[config.mk]
export PLATFORM = sky130hd
export DESIGN_NAME = asa_tm_top
export DESIGN_NICKNAME = d
export VERILOG_FILES = /design/src/verilog/asa_pkg.sv /design/src/verilog/sync_fifo.sv /design/src/verilog/rep_intake.sv /design/src/verilog/poll_tracker.sv /design/src/verilog/read_count_table.sv /design/src/verilog/release_merge.sv /design/src/verilog/asa_tm_top.sv
export SDC_FILE = /design/constraint.sdc
export NUM_CORES = 2
export LEC_CHECK = 0
export BUFFER_PORTS_ARGS = -buffer_cell sky130_fd_sc_hd__buf_2
export CAP_MARGIN = 20
export CORE_MARGIN = 3
export CORE_UTILIZATION = 45
export DETAILED_ROUTE_END_ITERATION = 7
export GPL_ROUTABILITY_DRIVEN = 1
export PLACE_DENSITY = 0.68
export SLEW_MARGIN = 0
export SYNTH_ARGS = -nofsm -noshare
export SYNTH_HDL_FRONTEND = slang
export SYNTH_SLANG_ARGS = --single-unit
[constraint.sdc]
create_clock -name clk -period 4.8 [get_ports clk]
set_clock_uncertainty 0.2 [all_clocks]
set_input_delay 0.24 -clock clk [delete_from_list [all_inputs] [get_ports clk]]
set_output_delay 0.24 -clock clk [all_outputs]
set_load 0.005 [all_outputs]
[src/verilog/asa_pkg.sv]
// Shared widths, structs and back-pressure thresholds; thresholds assume a 16 deep intake FIFO.
`default_nettype none

package asa_pkg;

	// ----------------------------------------
	// field widths
	// ----------------------------------------
	typedef logic [7:0]  qid_t;
	typedef logic [9:0]  conn_id_t;
	typedef logic [3:0]  port_id_t;
	typedef logic [11:0] buf_ptr_t;
	typedef logic [13:0] pkt_len_t;
	typedef logic [4:0]  read_count_t;

	// ----------------------------------------
	// descriptors
	// ----------------------------------------

	// packet descriptor as it comes from the replicator.
	typedef struct packed {
		port_id_t src_port;
		buf_ptr_t buf_ptr;
		pkt_len_t pkt_len;
	} pkt_desc_t;

	// one replicated copy. The packet id travels beside it.
	typedef struct packed {
		logic      drop;
		logic      ucast;
		logic      last;
		qid_t      qid;
		pkt_desc_t desc;
	} rep_req_t;

	// TM answer to a poll.
	typedef struct packed {
		logic     drop;
		conn_id_t conn_id;
		port_id_t port_id;
	} poll_resp_t;

	// enqueue command to the TM.
	typedef struct packed {
		qid_t      qid;
		conn_id_t  conn_id;
		port_id_t  dst_port;
		pkt_desc_t desc;
	} enq_t;

	// buffer release to the buffer manager.
	typedef struct packed {
		read_count_t read_count;
		port_id_t    port_id;
		buf_ptr_t    buf_ptr;
		pkt_len_t    pkt_len;
	} release_t;

	// ----------------------------------------
	// count table init sequence
	// ----------------------------------------
	typedef enum logic [1:0] {
		init_idle,
		init_sweep,
		init_done
	} init_state_t;

	// intake fill levels for the back-pressure hysteresis.
	localparam int BP_ON = 10;
	localparam int BP_OFF = 6;

endpackage

`default_nettype wire

[src/verilog/sync_fifo.sv]
// Register FIFO with show-ahead head; writing when full or reading when empty is not allowed.
`timescale 1ns/1ps
`default_nettype none

module sync_fifo #(
	parameter int WIDTH = 8,
	parameter int DEPTH_LOG2 = 4
) (
	input  wire                  clk,
	input  wire                  rst,
	input  wire                  wr,
	input  wire [WIDTH-1:0]      din,
	input  wire                  rd,
	output logic [WIDTH-1:0]     dout,
	output logic                 empty,
	output logic                 full,
	output logic [DEPTH_LOG2:0]  count
);

	localparam int DEPTH = 1 << DEPTH_LOG2;

	logic [WIDTH-1:0]      mem [DEPTH];
	logic [DEPTH_LOG2-1:0] wr_ptr;
	logic [DEPTH_LOG2-1:0] rd_ptr;

	always_ff @(posedge clk) begin
		if (wr) begin
			mem[wr_ptr] <= din;
		end
	end

	always_ff @(posedge clk) begin
		if (rst) begin
			wr_ptr <= '0;
			rd_ptr <= '0;
			count <= '0;
		end else begin
			wr_ptr <= wr_ptr + DEPTH_LOG2'(wr);
			rd_ptr <= rd_ptr + DEPTH_LOG2'(rd);
			count <= count + (DEPTH_LOG2 + 1)'(wr) - (DEPTH_LOG2 + 1)'(rd);
		end
	end

	// the head is visible in the cycle after its write.
	assign dout = mem[rd_ptr];
	assign empty = (count == '0);
	assign full = (count == (DEPTH_LOG2 + 1)'(DEPTH));

	a_no_overflow: assert property (@(posedge clk) disable iff (rst) !(wr && full))
		else $error("sync_fifo write while full");
	a_no_underflow: assert property (@(posedge clk) disable iff (rst) !(rd && empty))
		else $error("sync_fifo read while empty");

endmodule

`default_nettype wire

[src/verilog/rep_intake.sv]
// Intake queue for replicated copies; the sender must stop within 4 cycles of rep_bp.
`timescale 1ns/1ps
`default_nettype none

module rep_intake import asa_pkg::*; #(
	parameter int PKT_ID_W = 6,
	parameter int INTAKE_DEPTH_LOG2 = 4
) (
	input  wire                 clk,
	input  wire                 rst,
	input  wire                 rep_valid,
	input  wire [PKT_ID_W-1:0]  rep_pkt_id,
	input  rep_req_t            rep_req,
	input  wire                 table_ready,
	input  wire                 pend_full,
	output logic                rep_bp,
	output logic                poll_req,
	output qid_t                poll_qid,
	output port_id_t            poll_src_port,
	output logic                pop_valid,
	output logic [PKT_ID_W-1:0] pop_pkt_id,
	output rep_req_t            pop_req
);

	localparam int ENTRY_W = PKT_ID_W + $bits(rep_req_t);

	logic                       fifo_empty;
	logic [ENTRY_W-1:0]         fifo_head;
	logic [INTAKE_DEPTH_LOG2:0] fifo_count;

	sync_fifo #(
		.WIDTH(ENTRY_W),
		.DEPTH_LOG2(INTAKE_DEPTH_LOG2)
	) u_intake_fifo (
		.clk(clk),
		.rst(rst),
		.wr(rep_valid),
		.din({rep_pkt_id, rep_req}),
		.rd(pop_valid),
		.dout(fifo_head),
		.empty(fifo_empty),
		.full(),
		.count(fifo_count)
	);

	// copies leave only after the table sweep and while the tracker has room.
	assign pop_valid = !fifo_empty && table_ready && !pend_full;
	assign {pop_pkt_id, pop_req} = fifo_head;

	always_ff @(posedge clk) begin
		if (rst) begin
			rep_bp <= 1'b0;
			poll_req <= 1'b0;
		end else begin
			poll_req <= pop_valid;
			// the flag holds between the two thresholds.
			if (fifo_count > BP_ON) begin
				rep_bp <= 1'b1;
			end else if (fifo_count < BP_OFF) begin
				rep_bp <= 1'b0;
			end
		end
	end

	always_ff @(posedge clk) begin
		poll_qid <= pop_req.qid;
		poll_src_port <= pop_req.desc.src_port;
	end

endmodule

`default_nettype wire

[src/verilog/poll_tracker.sv]
// Keeps polled copies in poll order; the TM must ack every poll exactly once and in order.
`timescale 1ns/1ps
`default_nettype none

module poll_tracker import asa_pkg::*; #(
	parameter int PKT_ID_W = 6
) (
	input  wire                 clk,
	input  wire                 rst,
	input  wire                 pop_valid,
	input  wire [PKT_ID_W-1:0]  pop_pkt_id,
	input  rep_req_t            pop_req,
	input  wire                 poll_ack,
	input  poll_resp_t          poll_resp,
	output logic                pend_full,
	output logic                enq_valid,
	output enq_t                enq,
	output logic                ack_valid,
	output logic [PKT_ID_W-1:0] ack_pkt_id,
	output logic                ack_final,
	output logic                ack_drop,
	output pkt_desc_t           ack_desc
);

	localparam int PEND_DEPTH_LOG2 = 4;
	localparam int ENTRY_W = PKT_ID_W + $bits(rep_req_t);

	logic               pend_empty;
	logic [ENTRY_W-1:0] pend_head;
	rep_req_t           head_req;

	sync_fifo #(
		.WIDTH(ENTRY_W),
		.DEPTH_LOG2(PEND_DEPTH_LOG2)
	) u_pend_fifo (
		.clk(clk),
		.rst(rst),
		.wr(pop_valid),
		.din({pop_pkt_id, pop_req}),
		.rd(poll_ack),
		.dout(pend_head),
		.empty(pend_empty),
		.full(pend_full),
		.count()
	);

	assign {ack_pkt_id, head_req} = pend_head;

	// the head pairs with the ack that arrives in this cycle.
	assign ack_valid = poll_ack;
	assign ack_final = head_req.ucast || head_req.last;
	assign ack_drop = head_req.drop || poll_resp.drop;
	assign ack_desc = head_req.desc;

	always_ff @(posedge clk) begin
		if (rst) begin
			enq_valid <= 1'b0;
		end else begin
			enq_valid <= poll_ack && !ack_drop;
		end
	end

	always_ff @(posedge clk) begin
		enq.qid <= head_req.qid;
		enq.conn_id <= poll_resp.conn_id;
		enq.dst_port <= poll_resp.port_id;
		enq.desc <= head_req.desc;
	end

	// an ack with no poll outstanding means the TM broke the protocol.
	a_ack_has_poll: assert property (@(posedge clk) disable iff (rst) poll_ack |-> !pend_empty)
		else $error("poll_ack with no outstanding poll");

endmodule

`default_nettype wire

[src/verilog/read_count_table.sv]
// Per-packet read counts; acks are accepted only once table_ready is high after the sweep.
`timescale 1ns/1ps
`default_nettype none

module read_count_table import asa_pkg::*; #(
	parameter int PKT_ID_W = 6
) (
	input  wire                clk,
	input  wire                rst,
	input  wire                ack_valid,
	input  wire [PKT_ID_W-1:0] ack_pkt_id,
	input  wire                ack_final,
	input  wire                ack_drop,
	input  pkt_desc_t          ack_desc,
	output logic               table_ready,
	output logic               rc_valid,
	output release_t           rc_rel
);

	localparam int DEPTH = 1 << PKT_ID_W;

	read_count_t mem [DEPTH];

	init_state_t         init_state;
	logic [PKT_ID_W-1:0] init_addr;

	// stage 1 holds the RAM data of the ack from the previous cycle.
	logic                s1_valid;
	logic [PKT_ID_W-1:0] s1_pkt_id;
	logic                s1_final;
	logic                s1_drop;
	pkt_desc_t           s1_desc;
	read_count_t         s1_rdata;

	// stage 2 holds the write of the current cycle.
	logic                s2_valid;
	logic [PKT_ID_W-1:0] s2_pkt_id;
	logic                s2_final;
	pkt_desc_t           s2_desc;
	read_count_t         s2_sum;
	read_count_t         s2_wdata;

	// the write of the cycle before, which the RAM read may have missed.
	logic                wd1_valid;
	logic [PKT_ID_W-1:0] wd1_pkt_id;
	read_count_t         wd1_data;

	read_count_t base;
	read_count_t sum;

	// ----------------------------------------
	// init sweep
	// ----------------------------------------
	always_ff @(posedge clk) begin
		if (rst) begin
			init_state <= init_idle;
			init_addr <= '0;
			table_ready <= 1'b0;
		end else begin
			table_ready <= (init_state == init_done);
			case (init_state)
				init_idle: init_state <= init_sweep;
				init_sweep: begin
					init_addr <= init_addr + 1'b1;
					if (&init_addr) begin
						init_state <= init_done;
					end
				end
				default: init_state <= init_done;
			endcase
		end
	end

	// ----------------------------------------
	// count RAM
	// ----------------------------------------
	always_ff @(posedge clk) begin
		if (init_state == init_sweep) begin
			mem[init_addr] <= '0;
		end else if (s2_valid) begin
			mem[s2_pkt_id] <= s2_wdata;
		end
		s1_rdata <= mem[ack_pkt_id];
	end

	// ----------------------------------------
	// read-modify-write pipeline
	// ----------------------------------------

	// the newest write to the same entry wins.
	always_comb begin
		if (s2_valid && (s2_pkt_id == s1_pkt_id)) begin
			base = s2_wdata;
		end else if (wd1_valid && (wd1_pkt_id == s1_pkt_id)) begin
			base = wd1_data;
		end else begin
			base = s1_rdata;
		end
		sum = base + read_count_t'(!s1_drop);
	end

	always_ff @(posedge clk) begin
		if (rst) begin
			s1_valid <= 1'b0;
			s2_valid <= 1'b0;
			wd1_valid <= 1'b0;
		end else begin
			s1_valid <= ack_valid;
			s2_valid <= s1_valid;
			wd1_valid <= s2_valid;
		end
	end

	always_ff @(posedge clk) begin
		s1_pkt_id <= ack_pkt_id;
		s1_final <= ack_final;
		s1_drop <= ack_drop;
		s1_desc <= ack_desc;
		s2_pkt_id <= s1_pkt_id;
		s2_final <= s1_final;
		s2_desc <= s1_desc;
		s2_sum <= sum;
		// a final copy leaves the entry cleared for the next packet.
		s2_wdata <= s1_final ? '0 : sum;
		wd1_pkt_id <= s2_pkt_id;
		wd1_data <= s2_wdata;
	end

	assign rc_valid = s2_valid && s2_final;
	assign rc_rel.read_count = s2_sum;
	assign rc_rel.port_id = s2_desc.src_port;
	assign rc_rel.buf_ptr = s2_desc.buf_ptr;
	assign rc_rel.pkt_len = s2_desc.pkt_len;

	// an ack during the sweep would be lost under the zero writes.
	a_ack_after_sweep: assert property (@(posedge clk) disable iff (rst) ack_valid |-> table_ready)
		else $error("ack before the count table is ready");

endmodule

`default_nettype wire

[src/verilog/release_merge.sv]
// Release port merge; a discard always wins and table releases wait, up to 32 of them.
`timescale 1ns/1ps
`default_nettype none

module release_merge import asa_pkg::*; (
	input  wire      clk,
	input  wire      rst,
	input  wire      rc_valid,
	input  release_t rc_rel,
	input  wire      discard_req,
	input  release_t discard,
	output logic     rel_valid,
	output release_t rel
);

	localparam int REL_DEPTH_LOG2 = 5;

	logic     rel_empty;
	logic     rel_rd;
	release_t rel_head;
	release_t discard_rel;

	sync_fifo #(
		.WIDTH($bits(release_t)),
		.DEPTH_LOG2(REL_DEPTH_LOG2)
	) u_rel_fifo (
		.clk(clk),
		.rst(rst),
		.wr(rc_valid),
		.din(rc_rel),
		.rd(rel_rd),
		.dout(rel_head),
		.empty(rel_empty),
		.full(),
		.count()
	);

	// discarded buffers have no readers.
	always_comb begin
		discard_rel = discard;
		discard_rel.read_count = '0;
	end

	assign rel_rd = !discard_req && !rel_empty;

	always_ff @(posedge clk) begin
		if (rst) begin
			rel_valid <= 1'b0;
		end else begin
			rel_valid <= discard_req || !rel_empty;
		end
	end

	always_ff @(posedge clk) begin
		rel <= discard_req ? discard_rel : rel_head;
	end

endmodule

`default_nettype wire

[src/verilog/asa_tm_top.sv]
// Attach stage between replicator and TM; TM and buffer manager must accept every cycle.
`timescale 1ns/1ps
`default_nettype none

module asa_tm_top import asa_pkg::*; #(
	parameter int PKT_ID_W = 6,
	parameter int INTAKE_DEPTH_LOG2 = 4
) (
	input  wire                clk,
	input  wire                rst,
	input  wire                rep_valid,
	input  wire [PKT_ID_W-1:0] rep_pkt_id,
	input  rep_req_t           rep_req,
	output logic               rep_bp,
	output logic               poll_req,
	output qid_t               poll_qid,
	output port_id_t           poll_src_port,
	input  wire                poll_ack,
	input  poll_resp_t         poll_resp,
	output logic               enq_valid,
	output enq_t               enq,
	input  wire                discard_req,
	input  release_t           discard,
	output logic               rel_valid,
	output release_t           rel
);

	logic                pop_valid;
	logic [PKT_ID_W-1:0] pop_pkt_id;
	rep_req_t            pop_req;
	logic                pend_full;
	logic                table_ready;

	logic                ack_valid;
	logic [PKT_ID_W-1:0] ack_pkt_id;
	logic                ack_final;
	logic                ack_drop;
	pkt_desc_t           ack_desc;

	logic                rc_valid;
	release_t            rc_rel;

	rep_intake #(
		.PKT_ID_W(PKT_ID_W),
		.INTAKE_DEPTH_LOG2(INTAKE_DEPTH_LOG2)
	) u_rep_intake (
		.clk(clk),
		.rst(rst),
		.rep_valid(rep_valid),
		.rep_pkt_id(rep_pkt_id),
		.rep_req(rep_req),
		.table_ready(table_ready),
		.pend_full(pend_full),
		.rep_bp(rep_bp),
		.poll_req(poll_req),
		.poll_qid(poll_qid),
		.poll_src_port(poll_src_port),
		.pop_valid(pop_valid),
		.pop_pkt_id(pop_pkt_id),
		.pop_req(pop_req)
	);

	poll_tracker #(
		.PKT_ID_W(PKT_ID_W)
	) u_poll_tracker (
		.clk(clk),
		.rst(rst),
		.pop_valid(pop_valid),
		.pop_pkt_id(pop_pkt_id),
		.pop_req(pop_req),
		.poll_ack(poll_ack),
		.poll_resp(poll_resp),
		.pend_full(pend_full),
		.enq_valid(enq_valid),
		.enq(enq),
		.ack_valid(ack_valid),
		.ack_pkt_id(ack_pkt_id),
		.ack_final(ack_final),
		.ack_drop(ack_drop),
		.ack_desc(ack_desc)
	);

	read_count_table #(
		.PKT_ID_W(PKT_ID_W)
	) u_read_count_table (
		.clk(clk),
		.rst(rst),
		.ack_valid(ack_valid),
		.ack_pkt_id(ack_pkt_id),
		.ack_final(ack_final),
		.ack_drop(ack_drop),
		.ack_desc(ack_desc),
		.table_ready(table_ready),
		.rc_valid(rc_valid),
		.rc_rel(rc_rel)
	);

	release_merge u_release_merge (
		.clk(clk),
		.rst(rst),
		.rc_valid(rc_valid),
		.rc_rel(rc_rel),
		.discard_req(discard_req),
		.discard(discard),
		.rel_valid(rel_valid),
		.rel(rel)
	);

endmodule

`default_nettype wire

==> results by group <==
Synth
  • Sequential fraction of the synthesis area: about 80%
  • Post-synth top area share: between 70% and 80%
  • Syn. warnings: 0
  • Synth Flop Type: edfxtp_1
  • Post-synthesis register bit count: 3172
  • Post-synth ARST share: 0%
  • Synth area leader: edfxtp_1
  • Mean post-synth cell area: between 20 and 25 µm²
  • Cell Area, Synth: ~120000 µm²
  • Syn_nets: around 5800
  • Area contributors post-synth: edfxtp_1 74%, mux4_2 13%, dfxtp_1 3.8%, mux2i_1 2.0%, nand2_1 1.1%
  • Post-synth EDFFs: a little under 3000
  • Cells after synthesis: between 5000 and 6000
  • Post-synthesis cell type count: 64

Place
  • Placed cell area: ~130000 µm²
  • GPL Wtd Cong: between 0.7 and 0.8
  • Setup WS pre-CTS: 468 ps
  • I/O Buffers: between 150 and 200
  • Detailed Place HPWL: 150000 µm
  • DP Cell Count: between 9000 and 10000

Routing
  • DR iter-0 viols: 6354
  • Total Routed Length: between 200000 and 300000 µm
  • First-pass DRT Iterations: 5
  • DRC violations left: 0
  • Antenna Violating Nets Remaining: 0
  • DR WL/cell: between 20 and 30 µm
  • Total number of vias: ~58000
  • Routed vias/inst: a little under 6

Final layout
  • Most frequent cells in the layout: 2944 x edfxtp_1, 685 x mux4_2, 352 x nand2_1
  • Non-filler cells in the finished layout: roughly 10000
  • Final Util: 52.6%
  • Commonest non-fill, non-tap cell in the layout: edfxtp_1
  • Share of cells above drive strength 1: approximately a quarter
  • Nets: around 6400
  • Area grow syn2layout: 16.2%
  • Finished Cell Area: roughly 140000 µm²

Status
  • Status: finished clean

STA
  • Clock period minus worst slack: 4400 ps
  • Fin worst setup slack: between 400 and 500 ps
  • Fmax: approximately 230 MHz
  • Hold Slack: between 80 and 90 ps
  • Final period util: between 90 and 100%
  • Final setup viols: 0
  • Final setup TNS: 0 ps
  • Fin. Hold Viols: 0
  • Slew Limit Fails: 0
  • Max-slew headroom: 23.8%
  • Setup repair after global routing missed its margin: false
  • Actual slew at the worst max-slew pin: about 1100 ps

Setup path
  • Reg2reg end: u_read_count_table.s1_rdata[1]$_DFF_P_
  • R2R Setup Slk: 400 ps
  • Crit path required time: 5390 ps
  • Crit. End Element: flop
  • Critical path fanouts, max: 33
  • CP Capture Point: u_read_count_table.s1_rdata[1]$_DFF_P_
  • Worst R2R Start: u_poll_tracker.u_pend_fifo.rd_ptr[3]$_SDFF_PP0_
  • Worst Setup SP: u_poll_tracker.u_pend_fifo.rd_ptr[3]$_SDFF_PP0_
  • Critical Path AT: 4990 ps
  • Crit Path Category: flop to flop
  • Crit start category: flop
  • Worst Reg2Reg Path Length in Cells: 10

Pwr
  • Leak pwr: 43.4 nW
  • Pwr/cell area: around 450 nW/µm²
  • Sw Pwr: 13.7 mW
  • Sw frac: roughly 22%
  • Gate power share: 8.8%
  • Clk pwr share: between 40% and 50%
  • Flop pwr share: around half
  • Int Power: 48.3 mW
  • Total power draw: between 60 and 70 mW
  • Worst VDD drop: about 0.33 mV

Floorplanning
  • Die height: 520 µm
  • Ports: between 200 and 250
  • Core area: 263000 µm²
  • Die Wd: about 520 µm
  • Num rows: 188
  • Initial Util: between 40% and 50%
  • Die area: between 200000 and 300000 µm²

Global route
  • Tot GR Track Use: between 20% and 30%
  • GRT overflow: 0
  • Largest net degree at the start of global routing: 104
  • Antenna violations before repair: 31
  • First-pass GRT wire length: about 400000 µm
  • Vias in the first global route: a little under 60000

CTS
  • CTS tree: done
  • CTS root buffer: clkbuf_16
  • TritonCTS Sinks: between 3000 and 4000
  • Cts repair resizes: 0
  • Maximum buffer depth of the clock tree: 4
  • Clk slew on worst S/H paths: 60 ps
  • Clk_lat worst skew: 850 ps
  • CTS Buf Count: 320
  • H-Tree Depth: 5

Job
  • Max Cap Viol: 0

Min path
  • Hold crit path type: input pin to flop
## area by class of cell
class | count | area [µm²]
Clock inverter | 158 | 1540
Sequential cell | 3172 | 93000
Antenna cell | 11 | 27.5
Clock buffer | 429 | 9090
Tap cell | 3515 | 4400
Fill cell | 19700 | 125000
Inverter | 35 | 135
Multi-Input combinational cell | 2114 | 25200
Timing Repair Buffer | 568 | 4850
## critical path, cell delays in order (launching register included)
cell and delay, ps:
dfxtp_2 540, buf_4 610, inv_2 380, nand3_1 180
and4_1 440, inv_1 140, and3_1 450, a2111oi_0 950
buf_4 230, a32oi_1 100, o221ai_1 110
## state kept, by name, summed over array words and instances (netlist names), 6 cells and up
signal                            count
u_rep_intake.u_intake_fifo.mem      752
u_release_merge.u_rel_fifo.count      6
u_poll_tracker.enq                   22
u_release_merge.u_rel_fifo.mem     1120
u_release_merge.rel                  35
u_read_count_table.wd1_pkt_id         6
u_read_count_table.s2_pkt_id          6
u_read_count_table.rc_rel            30
u_read_count_table.init_addr          6
u_poll_tracker.u_pend_fifo.mem      752
u_rep_intake.poll_qid                 8
u_read_count_table.mem              320
u_read_count_table.s1_pkt_id          6
u_read_count_table.s1_desc           30
## worst min-delay path by stage
stage	cells after the start	slack, ps	start	to
after floorplan	0	70	poll_resp[0]	u_poll_tracker.enq[30]$_DFF_P_
after global placement	1	140	poll_resp[0]	u_poll_tracker.enq[30]$_DFF_P_
after detailed placement	1	140	poll_resp[11]	u_poll_tracker.enq[41]$_DFF_P_
after CTS	2	30	rep_req[35]	u_rep_intake.u_intake_fifo.mem[14][35]$_DFFE_PP_
after global routing	2	70	rep_req[27]	u_rep_intake.u_intake_fifo.mem[12][27]$_DFFE_PP_
final	4	80	poll_resp[14]	u_read_count_table.s1_drop$_DFF_P_
## per-layer routing
layer | track usage, % | vias to the layer above | wire (µm)
li1 | - | 24400 | -
met1 | 27.4 | 30600 | 110000
met2 | 33.4 | 2421 | 137000
met3 | 3.75 | 465 | 20900
met4 | 5.35 | 14 | 7200
met5 | 0 | - | 78
## synthesized netlist by cell type (10+ instances only)
library cell / number
a211oi_1: 23
a21o_1: 14
a21oi_1: 23
a221oi_1: 80
a22oi_1: 38
a311o_1: 11
a311oi_1: 21
a32oi_1: 13
and2_1: 10
and3_1: 33
buf_1: 65
buf_2: 50
clkbuf_1: 163
dfxtp_1: 228
edfxtp_1: 2944
ha_1: 39
inv_1: 30
mux2i_1: 239
mux4_2: 685
nand2_1: 352
nand3_1: 78
nand3b_1: 17
nor2_1: 172
nor2b_1: 28
nor3_1: 16
o21ai_0: 85
or3_1: 12
xnor2_1: 21
xor2_1: 20
## kinds of logic (layout without fill, tap and decap cells)
family / after synthesis / count (layout) / synth area share, %
AND/OR/NAND/NOR: 748 / 748 / 2.78
XOR/XNOR: 41 / 41 / 0.302
AO/OA/AOI/OAI: 353 / 353 / 2.16
adder cells (fa/ha/maj): 42 / 42 / 0.461
flip-flops: 3172 / 3172 / 78.1
buffers and inverters: 324 / 1190 / 1.13
other: 0 / 11 / 0
multiplexers: 930 / 930 / 15.0
## power groups by stage
stage | sequential, mW | clock [mW] | combinational (mW)
floorplan | 31.8 | 0 | 3.80
global placement | 32.2 | 0 | 5.17
detailed placement | 32.2 | 0 | 5.24
CTS | 31.6 | 25.4 | 5.44
global route | 31.7 | 26.5 | 5.86
finish | 31.6 | 25.0 | 5.43
## what timing repair did
| action | in CTS | in global routing |
|---|---|---|
| hold buffers | 199 | 0 |
| endpoints found under the hold margin | 853 | 0 |
| setup buffers | 0 | 0 |
Note: power is estimated with default switching activity, not from simulation.
